### src/common/pipe_ctrl_pkg.sv
`default_nettype none

package pipe_ctrl_pkg;

    // IF, ID, EX, MEM, WB
    localparam int pipe_stages = 5;

    // Stages behind decode that carry a destination tag
    localparam int tag_stages = pipe_stages - 2;

    typedef enum logic [1:0] {
        src_regfile = 2'd0,
        src_ex      = 2'd1,
        src_mem     = 2'd2,
        src_wb      = 2'd3
    } opnd_src_e;

endpackage

`default_nettype wire

### src/common/rv_isa_pkg.sv
`default_nettype none

package rv_isa_pkg;

    localparam int xlen_default = 64;
    localparam int reg_addr_w = 5;

    typedef enum logic [2:0] {
        op_alu_reg = 3'd0, // rs1, rs2 -> rd
        op_alu_imm = 3'd1, // rs1 -> rd
        op_load    = 3'd2, // Result is ready only in MEM
        op_store   = 3'd3, // rs1, rs2, no destination
        op_branch  = 3'd4  // rs1, rs2, no destination
    } op_class_e;

    function automatic logic reads_rs1(input op_class_e op);
        return op inside {op_alu_reg, op_alu_imm, op_load, op_store, op_branch};
    endfunction

    function automatic logic reads_rs2(input op_class_e op);
        return op inside {op_alu_reg, op_store, op_branch};
    endfunction

    function automatic logic writes_rd(input op_class_e op);
        return op inside {op_alu_reg, op_alu_imm, op_load};
    endfunction

endpackage

`default_nettype wire

### src/common/dest_tag_if.sv
`timescale 1ns/10ps
`default_nettype none

interface dest_tag_if;
    import rv_isa_pkg::*;

    logic                  ex_wr;
    logic [reg_addr_w-1:0] ex_rd;
    logic                  ex_load; // Instruction in EX is a load
    logic                  mem_wr;
    logic [reg_addr_w-1:0] mem_rd;
    logic                  wb_wr;
    logic [reg_addr_w-1:0] wb_rd;

    modport pipe (
        output ex_wr, ex_rd, ex_load,
        output mem_wr, mem_rd,
        output wb_wr, wb_rd
    );

    modport hazard (
        input ex_wr, ex_rd, ex_load
    );

    modport fwd (
        input ex_wr, ex_rd, ex_load,
        input mem_wr, mem_rd,
        input wb_wr, wb_rd
    );

endinterface

`default_nettype wire

### src/hazard/dest_tag_pipe.sv
`timescale 1ns/10ps
`default_nettype none

module dest_tag_pipe (
    input  logic                              clk,
    input  logic                              rst_n,
    input  logic                              id_valid,
    input  rv_isa_pkg::op_class_e             id_op,
    input  logic [rv_isa_pkg::reg_addr_w-1:0] id_rd,
    input  logic                              stall,
    dest_tag_if.pipe                          tags
);
    import rv_isa_pkg::*;
    import pipe_ctrl_pkg::*;

    logic                  issue;
    logic                  id_writes;
    logic                  id_is_load;

    // Index 0 is EX, the last index is WB
    logic                  wr_q [tag_stages];
    logic [reg_addr_w-1:0] rd_q [tag_stages];
    logic                  ex_load_q;

    assign issue      = id_valid && !stall;
    assign id_writes  = writes_rd(id_op) && (id_rd != '0); // Writes to x0 are dropped here
    assign id_is_load = (id_op == op_load);

    always_ff @(posedge clk or negedge rst_n) begin
        if (!rst_n) begin
            for (int i = 0; i < tag_stages; i++) begin
                wr_q[i] <= 1'b0;
                rd_q[i] <= '0;
            end
            ex_load_q <= 1'b0;
        end else begin
            // A stalled or empty decode slot enters EX as a bubble
            wr_q[0]   <= issue && id_writes;
            rd_q[0]   <= (issue && id_writes) ? id_rd : '0;
            ex_load_q <= issue && id_is_load;
            for (int i = 1; i < tag_stages; i++) begin
                wr_q[i] <= wr_q[i-1];
                rd_q[i] <= rd_q[i-1];
            end
        end
    end

    assign tags.ex_wr   = wr_q[0];
    assign tags.ex_rd   = rd_q[0];
    assign tags.ex_load = ex_load_q;
    assign tags.mem_wr  = wr_q[1];
    assign tags.mem_rd  = rd_q[1];
    assign tags.wb_wr   = wr_q[tag_stages-1];
    assign tags.wb_rd   = rd_q[tag_stages-1];

    a_no_x0_writer: assert property (
        @(posedge clk) disable iff (!rst_n)
        !(tags.ex_wr  && (tags.ex_rd  == '0)) &&
        !(tags.mem_wr && (tags.mem_rd == '0)) &&
        !(tags.wb_wr  && (tags.wb_rd  == '0))
    ) else $error("Fail %0t: write flag set with destination x0", $time);

endmodule

`default_nettype wire

### src/hazard/load_use_detector.sv
`timescale 1ns/10ps
`default_nettype none

module load_use_detector (
    input  logic                              clk,
    input  logic                              rst_n,
    input  logic                              id_valid,
    input  rv_isa_pkg::op_class_e             id_op,
    input  logic [rv_isa_pkg::reg_addr_w-1:0] id_rs1,
    input  logic [rv_isa_pkg::reg_addr_w-1:0] id_rs2,
    dest_tag_if.hazard                        tags,
    output logic                              stall
);
    import rv_isa_pkg::*;

    logic use_rs1;
    logic use_rs2;
    logic hit_rs1;
    logic hit_rs2;
    logic load_in_ex;
    logic stall_q;

    // x0 is never a real dependency
    assign use_rs1 = reads_rs1(id_op) && (id_rs1 != '0);
    assign use_rs2 = reads_rs2(id_op) && (id_rs2 != '0);

    assign load_in_ex = tags.ex_wr && tags.ex_load;

    assign hit_rs1 = use_rs1 && (id_rs1 == tags.ex_rd);
    assign hit_rs2 = use_rs2 && (id_rs2 == tags.ex_rd);

    // Load data exists only in MEM, so decode waits one cycle
    assign stall = id_valid && load_in_ex && (hit_rs1 || hit_rs2);

    always_ff @(posedge clk or negedge rst_n) begin
        if (!rst_n) begin
            stall_q <= 1'b0;
        end else begin
            stall_q <= stall;
        end
    end

    // The stall inserts a bubble in EX, which must clear the hazard next cycle
    a_stall_one_cycle: assert property (
        @(posedge clk) disable iff (!rst_n)
        stall_q |-> !stall
    ) else $error("Fail %0t: stall high for two cycles in a row", $time);

    a_stall_needs_valid: assert property (
        @(posedge clk) disable iff (!rst_n)
        stall |-> id_valid
    ) else $error("Fail %0t: stall without a valid decode instruction", $time);

endmodule

`default_nettype wire

### src/source/operand_forward.sv
`timescale 1ns/10ps
`default_nettype none

module operand_forward #(
    parameter int xlen = rv_isa_pkg::xlen_default
) (
    input  rv_isa_pkg::op_class_e             id_op,
    input  logic [rv_isa_pkg::reg_addr_w-1:0] id_rs1,
    input  logic [rv_isa_pkg::reg_addr_w-1:0] id_rs2,
    dest_tag_if.fwd                           tags,
    input  logic [xlen-1:0]                   rf_rdata1,
    input  logic [xlen-1:0]                   rf_rdata2,
    input  logic [xlen-1:0]                   ex_result,
    input  logic [xlen-1:0]                   mem_result,
    input  logic [xlen-1:0]                   wb_result,
    output logic [xlen-1:0]                   rs1_val,
    output logic [xlen-1:0]                   rs2_val
);
    import rv_isa_pkg::*;
    import pipe_ctrl_pkg::*;

    opnd_src_e src1;
    opnd_src_e src2;

    // Youngest writer wins; the *_wr flags already exclude x0
    function automatic opnd_src_e pick_src(
        input logic [reg_addr_w-1:0] rs,
        input logic                  ex_wr,
        input logic [reg_addr_w-1:0] ex_rd,
        input logic                  mem_wr,
        input logic [reg_addr_w-1:0] mem_rd,
        input logic                  wb_wr,
        input logic [reg_addr_w-1:0] wb_rd
    );
        if (ex_wr && (ex_rd == rs)) return src_ex;
        if (mem_wr && (mem_rd == rs)) return src_mem;
        if (wb_wr && (wb_rd == rs)) return src_wb;
        return src_regfile;
    endfunction

    function automatic logic [xlen-1:0] src_value(
        input opnd_src_e       src,
        input logic [xlen-1:0] rf_val
    );
        case (src)
            src_ex:  return ex_result;  // Decode stalls while this is a load
            src_mem: return mem_result;
            src_wb:  return wb_result;
            default: return rf_val;
        endcase
    endfunction

    assign src1 = pick_src(id_rs1, tags.ex_wr, tags.ex_rd, tags.mem_wr, tags.mem_rd,
                           tags.wb_wr, tags.wb_rd);
    assign src2 = pick_src(id_rs2, tags.ex_wr, tags.ex_rd, tags.mem_wr, tags.mem_rd,
                           tags.wb_wr, tags.wb_rd);

    always_comb begin
        rs1_val = reads_rs1(id_op) ? src_value(src1, rf_rdata1) : '0;
        rs2_val = reads_rs2(id_op) ? src_value(src2, rf_rdata2) : '0;
    end

endmodule

`default_nettype wire

### src/source/operand_stage_top.sv
`timescale 1ns/10ps
`default_nettype none

module operand_stage_top #(
    parameter int xlen = rv_isa_pkg::xlen_default
) (
    input  logic                              clk,
    input  logic                              rst_n,
    input  logic                              id_valid,
    input  rv_isa_pkg::op_class_e             id_op,
    input  logic [rv_isa_pkg::reg_addr_w-1:0] id_rs1,
    input  logic [rv_isa_pkg::reg_addr_w-1:0] id_rs2,
    input  logic [rv_isa_pkg::reg_addr_w-1:0] id_rd,
    input  logic [xlen-1:0]                   ex_result,
    input  logic [xlen-1:0]                   mem_result,
    input  logic [xlen-1:0]                   wb_result,
    output logic [xlen-1:0]                   rs1_val,
    output logic [xlen-1:0]                   rs2_val,
    output logic                              stall
);

    logic [xlen-1:0] rf_rdata1;
    logic [xlen-1:0] rf_rdata2;

    dest_tag_if tags_if ();

    dest_tag_pipe u_dest_tag_pipe (
        .clk      (clk),
        .rst_n    (rst_n),
        .id_valid (id_valid),
        .id_op    (id_op),
        .id_rd    (id_rd),
        .stall    (stall),
        .tags     (tags_if.pipe)
    );

    load_use_detector u_load_use_detector (
        .clk      (clk),
        .rst_n    (rst_n),
        .id_valid (id_valid),
        .id_op    (id_op),
        .id_rs1   (id_rs1),
        .id_rs2   (id_rs2),
        .tags     (tags_if.hazard),
        .stall    (stall)
    );

    // Write port is driven by the instruction leaving WB
    reg_file #(
        .xlen (xlen)
    ) u_reg_file (
        .clk    (clk),
        .rst_n  (rst_n),
        .raddr1 (id_rs1),
        .raddr2 (id_rs2),
        .rdata1 (rf_rdata1),
        .rdata2 (rf_rdata2),
        .we     (tags_if.wb_wr),
        .waddr  (tags_if.wb_rd),
        .wdata  (wb_result)
    );

    operand_forward #(
        .xlen (xlen)
    ) u_operand_forward (
        .id_op      (id_op),
        .id_rs1     (id_rs1),
        .id_rs2     (id_rs2),
        .tags       (tags_if.fwd),
        .rf_rdata1  (rf_rdata1),
        .rf_rdata2  (rf_rdata2),
        .ex_result  (ex_result),
        .mem_result (mem_result),
        .wb_result  (wb_result),
        .rs1_val    (rs1_val),
        .rs2_val    (rs2_val)
    );

endmodule

`default_nettype wire

### src/source/reg_file.sv
`timescale 1ns/10ps
`default_nettype none

module reg_file #(
    parameter int xlen = rv_isa_pkg::xlen_default
) (
    input  logic                              clk,
    input  logic                              rst_n,
    input  logic [rv_isa_pkg::reg_addr_w-1:0] raddr1,
    input  logic [rv_isa_pkg::reg_addr_w-1:0] raddr2,
    output logic [xlen-1:0]                   rdata1,
    output logic [xlen-1:0]                   rdata2,
    input  logic                              we,
    input  logic [rv_isa_pkg::reg_addr_w-1:0] waddr,
    input  logic [xlen-1:0]                   wdata
);

    // x0 has no storage
    logic [xlen-1:0] regs [1:31];

    always_ff @(posedge clk or negedge rst_n) begin
        if (!rst_n) begin
            for (int i = 1; i < 32; i++) begin
                regs[i] <= '0;
            end
        end else if (we && (waddr != '0)) begin
            regs[waddr] <= wdata;
        end
    end

    // Reads see the old value in the write cycle, when WB forwarding supplies the operand
    always_comb begin
        if (raddr1 == '0) begin
            rdata1 = '0;
        end else begin
            rdata1 = regs[raddr1];
        end
    end

    always_comb begin
        if (raddr2 == '0) begin
            rdata2 = '0;
        end else begin
            rdata2 = regs[raddr2];
        end
    end

endmodule

`default_nettype wire

### config.mk
export PLATFORM = sky130hd
export DESIGN_NAME = operand_stage_top
export DESIGN_NICKNAME = d
export VERILOG_FILES = /design/src/common/pipe_ctrl_pkg.sv /design/src/common/rv_isa_pkg.sv /design/src/common/dest_tag_if.sv /design/src/hazard/dest_tag_pipe.sv /design/src/hazard/load_use_detector.sv /design/src/source/operand_forward.sv /design/src/source/operand_stage_top.sv /design/src/source/reg_file.sv
export SDC_FILE = /design/constraint.sdc
export NUM_CORES = 2
export LEC_CHECK = 0
export BUFFER_PORTS_ARGS = -buffer_cell sky130_fd_sc_hd__clkbuf_2
export CAP_MARGIN = 20
export CORE_MARGIN = 3
export CORE_UTILIZATION = 55
export DETAILED_ROUTE_END_ITERATION = 10
export PLACE_DENSITY = 0.73
export SYNTH_ARGS = -nofsm -noshare
export SYNTH_HDL_FRONTEND = slang
export SYNTH_SLANG_ARGS = --single-unit
### constraint.sdc
create_clock -name clk -period 2.15 [get_ports clk]
set_input_delay 0.215 -clock clk [delete_from_list [all_inputs] [get_ports clk]]
set_output_delay 0.215 -clock clk [all_outputs]
set_load 0.02 [all_outputs]
-- Word level (Yosys, flattened, before mapping)
Cells that the tools add are included.
- add/sub/neg operators: 0
- multipliers: 0
- divide/modulo/power cells: 0
- magnitude comparators: 4
- equality and inequality tests: 18
- shift operators: 0
- mux-type cells: 40
- bitwise operators: 3
- reduce and logical (&&, ||, !) cells: 31
- operators with widths (cell ; number):
    1984-bit bitwise mux ; 1
    64-bit binary-select mux with 5-bit select ; 2
    64-bit 2-to-1 mux ; 9
    64-bit one-hot mux with 3 select lines ; 2
    64-bit demux with 5-bit select ; 1
    5-bit == test ; 8
    5-bit nonzero test ; 5
    2-bit 2-to-1 mux ; 12
    1-bit logical AND ; 19
    6-bit greater-or-equal comparator, second input constant ; 3
    5-bit NOT with 6-bit output ; 3
    1-bit 2-to-1 mux ; 12
    5-bit logical NOT ; 2
    2-bit == test, second input constant ; 4
    3-bit by 2-bit == test with 1-bit output, second input constant ; 2
    6-bit by 1-bit less-than comparator with 1-bit output, second input constant ; 1
    3-bit nonzero test ; 2
    5-bit 2-to-1 mux ; 1
    2-bit by 1-bit == test with 1-bit output, second input constant ; 2
    3-bit by 1-bit == test with 1-bit output, second input constant ; 1
    3-bit == test, second input constant ; 1
    3-bit logical NOT ; 1
    1-bit logical NOT ; 1
    1-bit logical OR ; 1
- bits in registers: 2003
- bits in latches: 0
- bits in writable memories: 0
- memory bits (read-only): 0
- bits of input ports: 213
- memories kept: 0

-- Longest topological paths before layout
- word-level depth: 12
- gate-level depth with buffers: 12
- depth with buffers taken out: 6

-- Cells and area by module
Synthesis repeated with hierarchy kept, for this count alone.
- cell total of the unflattened synthesis: 8430
- area, all modules: 113244.9 µm²
- modules (own cells, without submodules) (module ; instances ; cells an instance ; area an instance (µm²)):
    reg_file ; 1 ; 7489 ; 106323.2
    operand_forward ; 1 ; 886 ; 6153.4
    dest_tag_pipe ; 1 ; 32 ; 600.6
    load_use_detector ; 1 ; 23 ; 167.7

-- Worst setup path after synthesis
No wires, ideal clock.
- path type: flip-flop to output port
- start: reg u_dest_tag_pipe.rd_q, in the netlist u_dest_tag_pipe.tags.wb_rd[2]
- end: out rs1_val[16]
- arrival: 2.809 ns
- data required time: 1.935 ns
- path slack: -0.874 ns
- cell stages (with the launch flop): 10
- path buffers: 3
- cell sequence: dfrtp_1 clkbuf_1 xnor2_1 nand4_1 nor3_1 or3_1 buf_4 clkbuf_1 a21oi_1 a2111oi_0
- cells in the longest elaborated chain, start to end: 11
- elaborated cells between the ends (all ways): 14
- those cells by class: eq/ne (4); mux (9); reduce/logical (1)
- ends and longest elaborated chain (element ; line ; RTL):
    start, declared ; dest_tag_pipe.sv:22 ; logic [reg_addr_w-1:0] rd_q [tag_stages];
    start signal, assigned by index ; dest_tag_pipe.sv:43 ; rd_q[i] <= rd_q[i-1];
    5-bit == test (*) ; operand_forward.sv:37 ; if (wb_wr && (wb_rd == rs)) return src_wb;
    1-bit logical AND (*) ; operand_forward.sv:37 ;
    1-bit 2-to-1 mux (2 in series) ; operand_forward.sv:37 ;
    1-bit 2-to-1 mux ; operand_forward.sv:36 ; if (mem_wr && (mem_rd == rs)) return src_mem;
    2-bit 2-to-1 mux (*) ; operand_forward.sv:38 ; return src_regfile;
    2-bit 2-to-1 mux (*) ; operand_forward.sv:37 ;
    2-bit 2-to-1 mux (*) ; operand_forward.sv:36 ;
    2-bit == test or 2-bit by 1-bit == test with 1-bit output (tied branches) ; operand_forward.sv:45 ; case (src)
    64-bit one-hot mux with 3 select lines (*) ; operand_forward.sv:45 ;
    64-bit 2-to-1 mux (*) ; operand_forward.sv:59 ; rs1_val = reads_rs1(id_op) ? src_value(src1, rf_rdata1) : '0;
    end, declared ; operand_stage_top.sv:17 ; output logic [xlen-1:0] rs1_val,
Mark *: on every way between the ends. The rest lies on a longest branch, timed or not. The select of a mux whose other input is x is not followed.

-- Worst setup path after layout
- start: reg u_dest_tag_pipe.rd_q, in the netlist u_dest_tag_pipe.tags.ex_rd[3]
- end: out rs1_val[52]
- cells in the longest elaborated chain, start to end: 7
- elaborated cells between the ends (all ways): 9
- those cells by class: eq/ne (4); mux (4); reduce/logical (1)
- ends and longest elaborated chain (element ; line ; RTL):
    5-bit == test (*) ; operand_forward.sv:35 ; if (ex_wr && (ex_rd == rs)) return src_ex;
    1-bit logical AND (*) ; operand_forward.sv:35 ;
    1-bit 2-to-1 mux (*) ; operand_forward.sv:35 ;
    2-bit 2-to-1 mux (*) ; operand_forward.sv:36 ;
    2-bit == test or 2-bit by 1-bit == test with 1-bit output (tied branches) ; operand_forward.sv:45 ;
    64-bit one-hot mux with 3 select lines (*) ; operand_forward.sv:45 ;
    64-bit 2-to-1 mux (*) ; operand_forward.sv:59 ;
Mark *: on every way between the ends. The rest lies on a longest branch, timed or not.

==> flow_summary_export.csv <==
group,metric,value,unit
grt,track_usage,39.49,%
die,initial_core_util,55.69,%
critical_path,arrival,3290,ps
layout,finalNetCount,8836,
drt,dr.pass1.iters,6,
critical_path,start_kind,"flop",
timing,setup_viol,1546,
synth,synth_cell_types,67,
clock_tree,cts.sinks,2003,
synth,syn_area_per_cell,14.71,µm²
synth,synth_edf_count,0,
timing,hold_viol_final,0,
grt,grt_antenna_before_repair,21,
synth,netlist_instances,7510,
critical_path,cp-end-kind,"output pin",
die,fp.dieW,454.2,µm
drt,post-route-drc-count,0,
timing,holdWs,42.24,ps
timing,clock_skew,45.17,ps
power,p_per_area,686.4,nW/µm²
outcome,violations,"negative setup slack",
timing,setup_ws,-1350,ps
power,ir_worst_vdd,0.8689,mV
die,std_cell_rows,163,
clock_tree,htreeDepth,4,
synth,syn_area,110500,µm²
grt,grt_max_degree,136,
power,leakage,0.06131,µW
grt,grt_pass1_wl,593.6,mm
placement,numPortBuffers,341,
drt,routed_wl,408.7,mm
placement,dpl.hpwl,257.9,mm
drt,antenna_left,0,
drt,avgRoutedWirePerCell,35.67,µm
clock_tree,cts_tree,"built",
synth,syn_nets,7723,
clock_tree,clock_latency,890,ps
hold_path,hp-class,"in2reg",
clock_tree,clock_tree.root_cell,"clkbuf_16",
die,die_h,454.2,µm
critical_path,cp_slowest_cell,"or3_4",
timing,max_freq,285.7,MHz
synth,seq_area_frac_synth,45.36,%
critical_path,crit_buf_inv,5,
synth,ys_ff_latch,2003,
synth,synth_top_area_share,45.36,%
synth,async_flop_share,100.0,%
timing,period_share,162.8,%
critical_path,criticalPathCategory,"reg2out",
grt,gr-total-overflow,0,
critical_path,cp_top_family,"buffers and inverters",
layout,fillers,12448,
clock_tree,clk_path_buf_depth,3,
placement,place_inst,10920,
timing,finalSetupTns,-244780,ps
drt,viasPerCell,7.210,
placement,dp_slack,-900.5,ps
critical_path,critPathMaxFanout,9,
die,core,198400,µm²
layout,instances_no_fill,11460,
critical_path,required,1930,ps
critical_path,path_cells,"xnor2_1, nand2_1, nor3_2, buf_4, or3_4, buf_6, buf_12, a211oi_4, buf_4, a211oi_2, clkbuf_2",
critical_path,max_stage_delay,480,ps
layout,drive_gt1_share,62.67,%
die,fp.dieArea,206300,µm²
synth,synth_area_leaders,"dfrtp_1 45%, mux2_2 21%, mux4_2 18%",
job,drv_cap,0,
synth,yosys_warnings,0,
timing,grt_setup_unrepaired,"true",
timing,slew_headroom,44.01,%
timing,worst_slew_pin_slew,829.1,ps
placement,gp_congestion,0.9423,
clock_tree,clk_pin_slew,60,ps
timing,slew_viol_final,0,
synth,yosys_most_used_dff,"dfrtp_1",
drt,vias,82626,
grt,grt_pass1_vias,86046,
critical_path,crit_path_frequent_cell,"buf_4",
layout,syn2layout_area_growth,26.91,%
timing,finalCriticalPeriod,3500,ps
synth,yosysTopAreaCell,"dfrtp_1",
drt,drtIter0Drc,10271,
clock_tree,numCtsBuffers,211,
outcome,outcome,"finished, violations left",
die,io_pins,342,
-- registers in the layout (all words and copies together), names as in the netlist --
register / flops
u_dest_tag_pipe.tags.ex_wr: 1
u_dest_tag_pipe.tags.mem_wr: 1
u_dest_tag_pipe.tags.ex_load: 1
u_dest_tag_pipe.tags.mem_rd: 5
u_dest_tag_pipe.tags.wb_rd: 5
u_dest_tag_pipe.tags.wb_wr: 1
u_reg_file.regs: 1984
u_dest_tag_pipe.tags.ex_rd: 5
-- metrics by stage --
stage,power [µW],cell area (µm²),util [%]
after global routing,98840,140200,70.66
final,96260,140200,70.67
after CTS,95850,139300,70.22
after global placement,55910,128200,64.63
after detailed placement,56450,128200,64.63
after floorplan,50470,114200,-
-- cells in the mapped netlist (70+ instances only) --
| master | count |
|---|---|
| mux2_2 | 2082 |
| dfrtp_1 | 2003 |
| mux4_2 | 893 |
| clkbuf_1 | 538 |
| mux2i_1 | 270 |
| nor2_1 | 229 |
| a211oi_1 | 175 |
| o22ai_1 | 165 |
| buf_2 | 157 |
| a221oi_1 | 110 |
| a2111oi_0 | 103 |
| a21oi_1 | 91 |
| nor2b_1 | 75 |
| buf_4 | 70 |
-- layer usage --
layer  share of wire, %  global-route usage (%)  routed length (µm)
met2                 45                   58.84              183500
met3                 11                   11.07               45480
met5              0.013                       0                  53
met1                 36                   50.66              147500
met4                7.9                   26.52               32170
-- layout by cell type, fill, tap and decap left out, types with 68 or more instances in the layout --
| cell type | Yosys | routed |
|---|---|---|
| buf_6 | 55 | 74 |
| clkbuf_16 | 0 | 214 |
| buf_12 | 6 | 350 |
| a21oi_1 | 91 | 80 |
| a2111oi_4 | 0 | 105 |
| dfrtp_1 | 2003 | 1997 |
| nor2_1 | 229 | 197 |
| mux4_2 | 893 | 899 |
| mux2i_1 | 270 | 267 |
| mux2_2 | 2082 | 2071 |
| buf_4 | 70 | 1005 |
| a221oi_1 | 110 | 96 |
| o22ai_1 | 165 | 114 |
| clkbuf_2 | 0 | 207 |
| nor2b_1 | 75 | 68 |
-- tightest hold or removal path, stage by stage --
cell      delay [ps]
clkbuf_2         130
buf_4            310
mux2_2           210
-- final cells by class --
cell class	instances	area (µm²)	area share (%)
multi-input cells	4646	60900	43.43
flip-flops and latches	2003	50130	35.75
repair buffers	1759	18320	13.06
clock buffers	298	6138	4.377
well taps	2640	3303	2.355
clock inverters	94	1388	0.9894
diodes	18	45.04	0.03212
inverters	2	12.51	0.008922
-- final timing paths --
check                                          startpoint  depth (start not counted)                            end  slack, ps
setup reg to reg            u_dest_tag_pipe.tags.wb_rd[2]                          9           u_reg_file.regs[499]       -200
max in group asynchronous                           rst_n                          3           u_reg_file.regs[561]        820
hold / removal                              wb_result[19]                          3          u_reg_file.regs[1427]         40
min in group asynchronous                           rst_n                          3           u_reg_file.regs[624]        100
hold reg to reg            u_dest_tag_pipe.tags.mem_rd[1]                          0  u_dest_tag_pipe.tags.wb_rd[1]        430
setup / recovery            u_dest_tag_pipe.tags.ex_rd[3]                         11                    rs1_val[52]      -1350
-- kinds of logic after synthesis --
family	after synthesis	synth area share, %
mux	3293	42.56
flops	2003	45.36
simple gates	450	1.944
buf+inv	862	3.918
xor+xnor	30	0.2378
compound gates	872	5.986
-- where the power goes --
group / internal [µW] / leakage (µW) / switching, µW
sequential: 39800 / 0.0262 / 1670
combinational: 7820 / 0.0314 / 7560
clock: 23000 / 0.00369 / 16400
-- timing repair --
item,4_1_cts,5_1_grt
setup endpoints to repair,919,974
hold endpoints to repair,3023,0
resized for setup,380,298
setup buffers,57,24
pin swaps,98,74
cloned,24,2
hold buffers,64,0
Note: power is estimated with default switching activity, not from simulation.
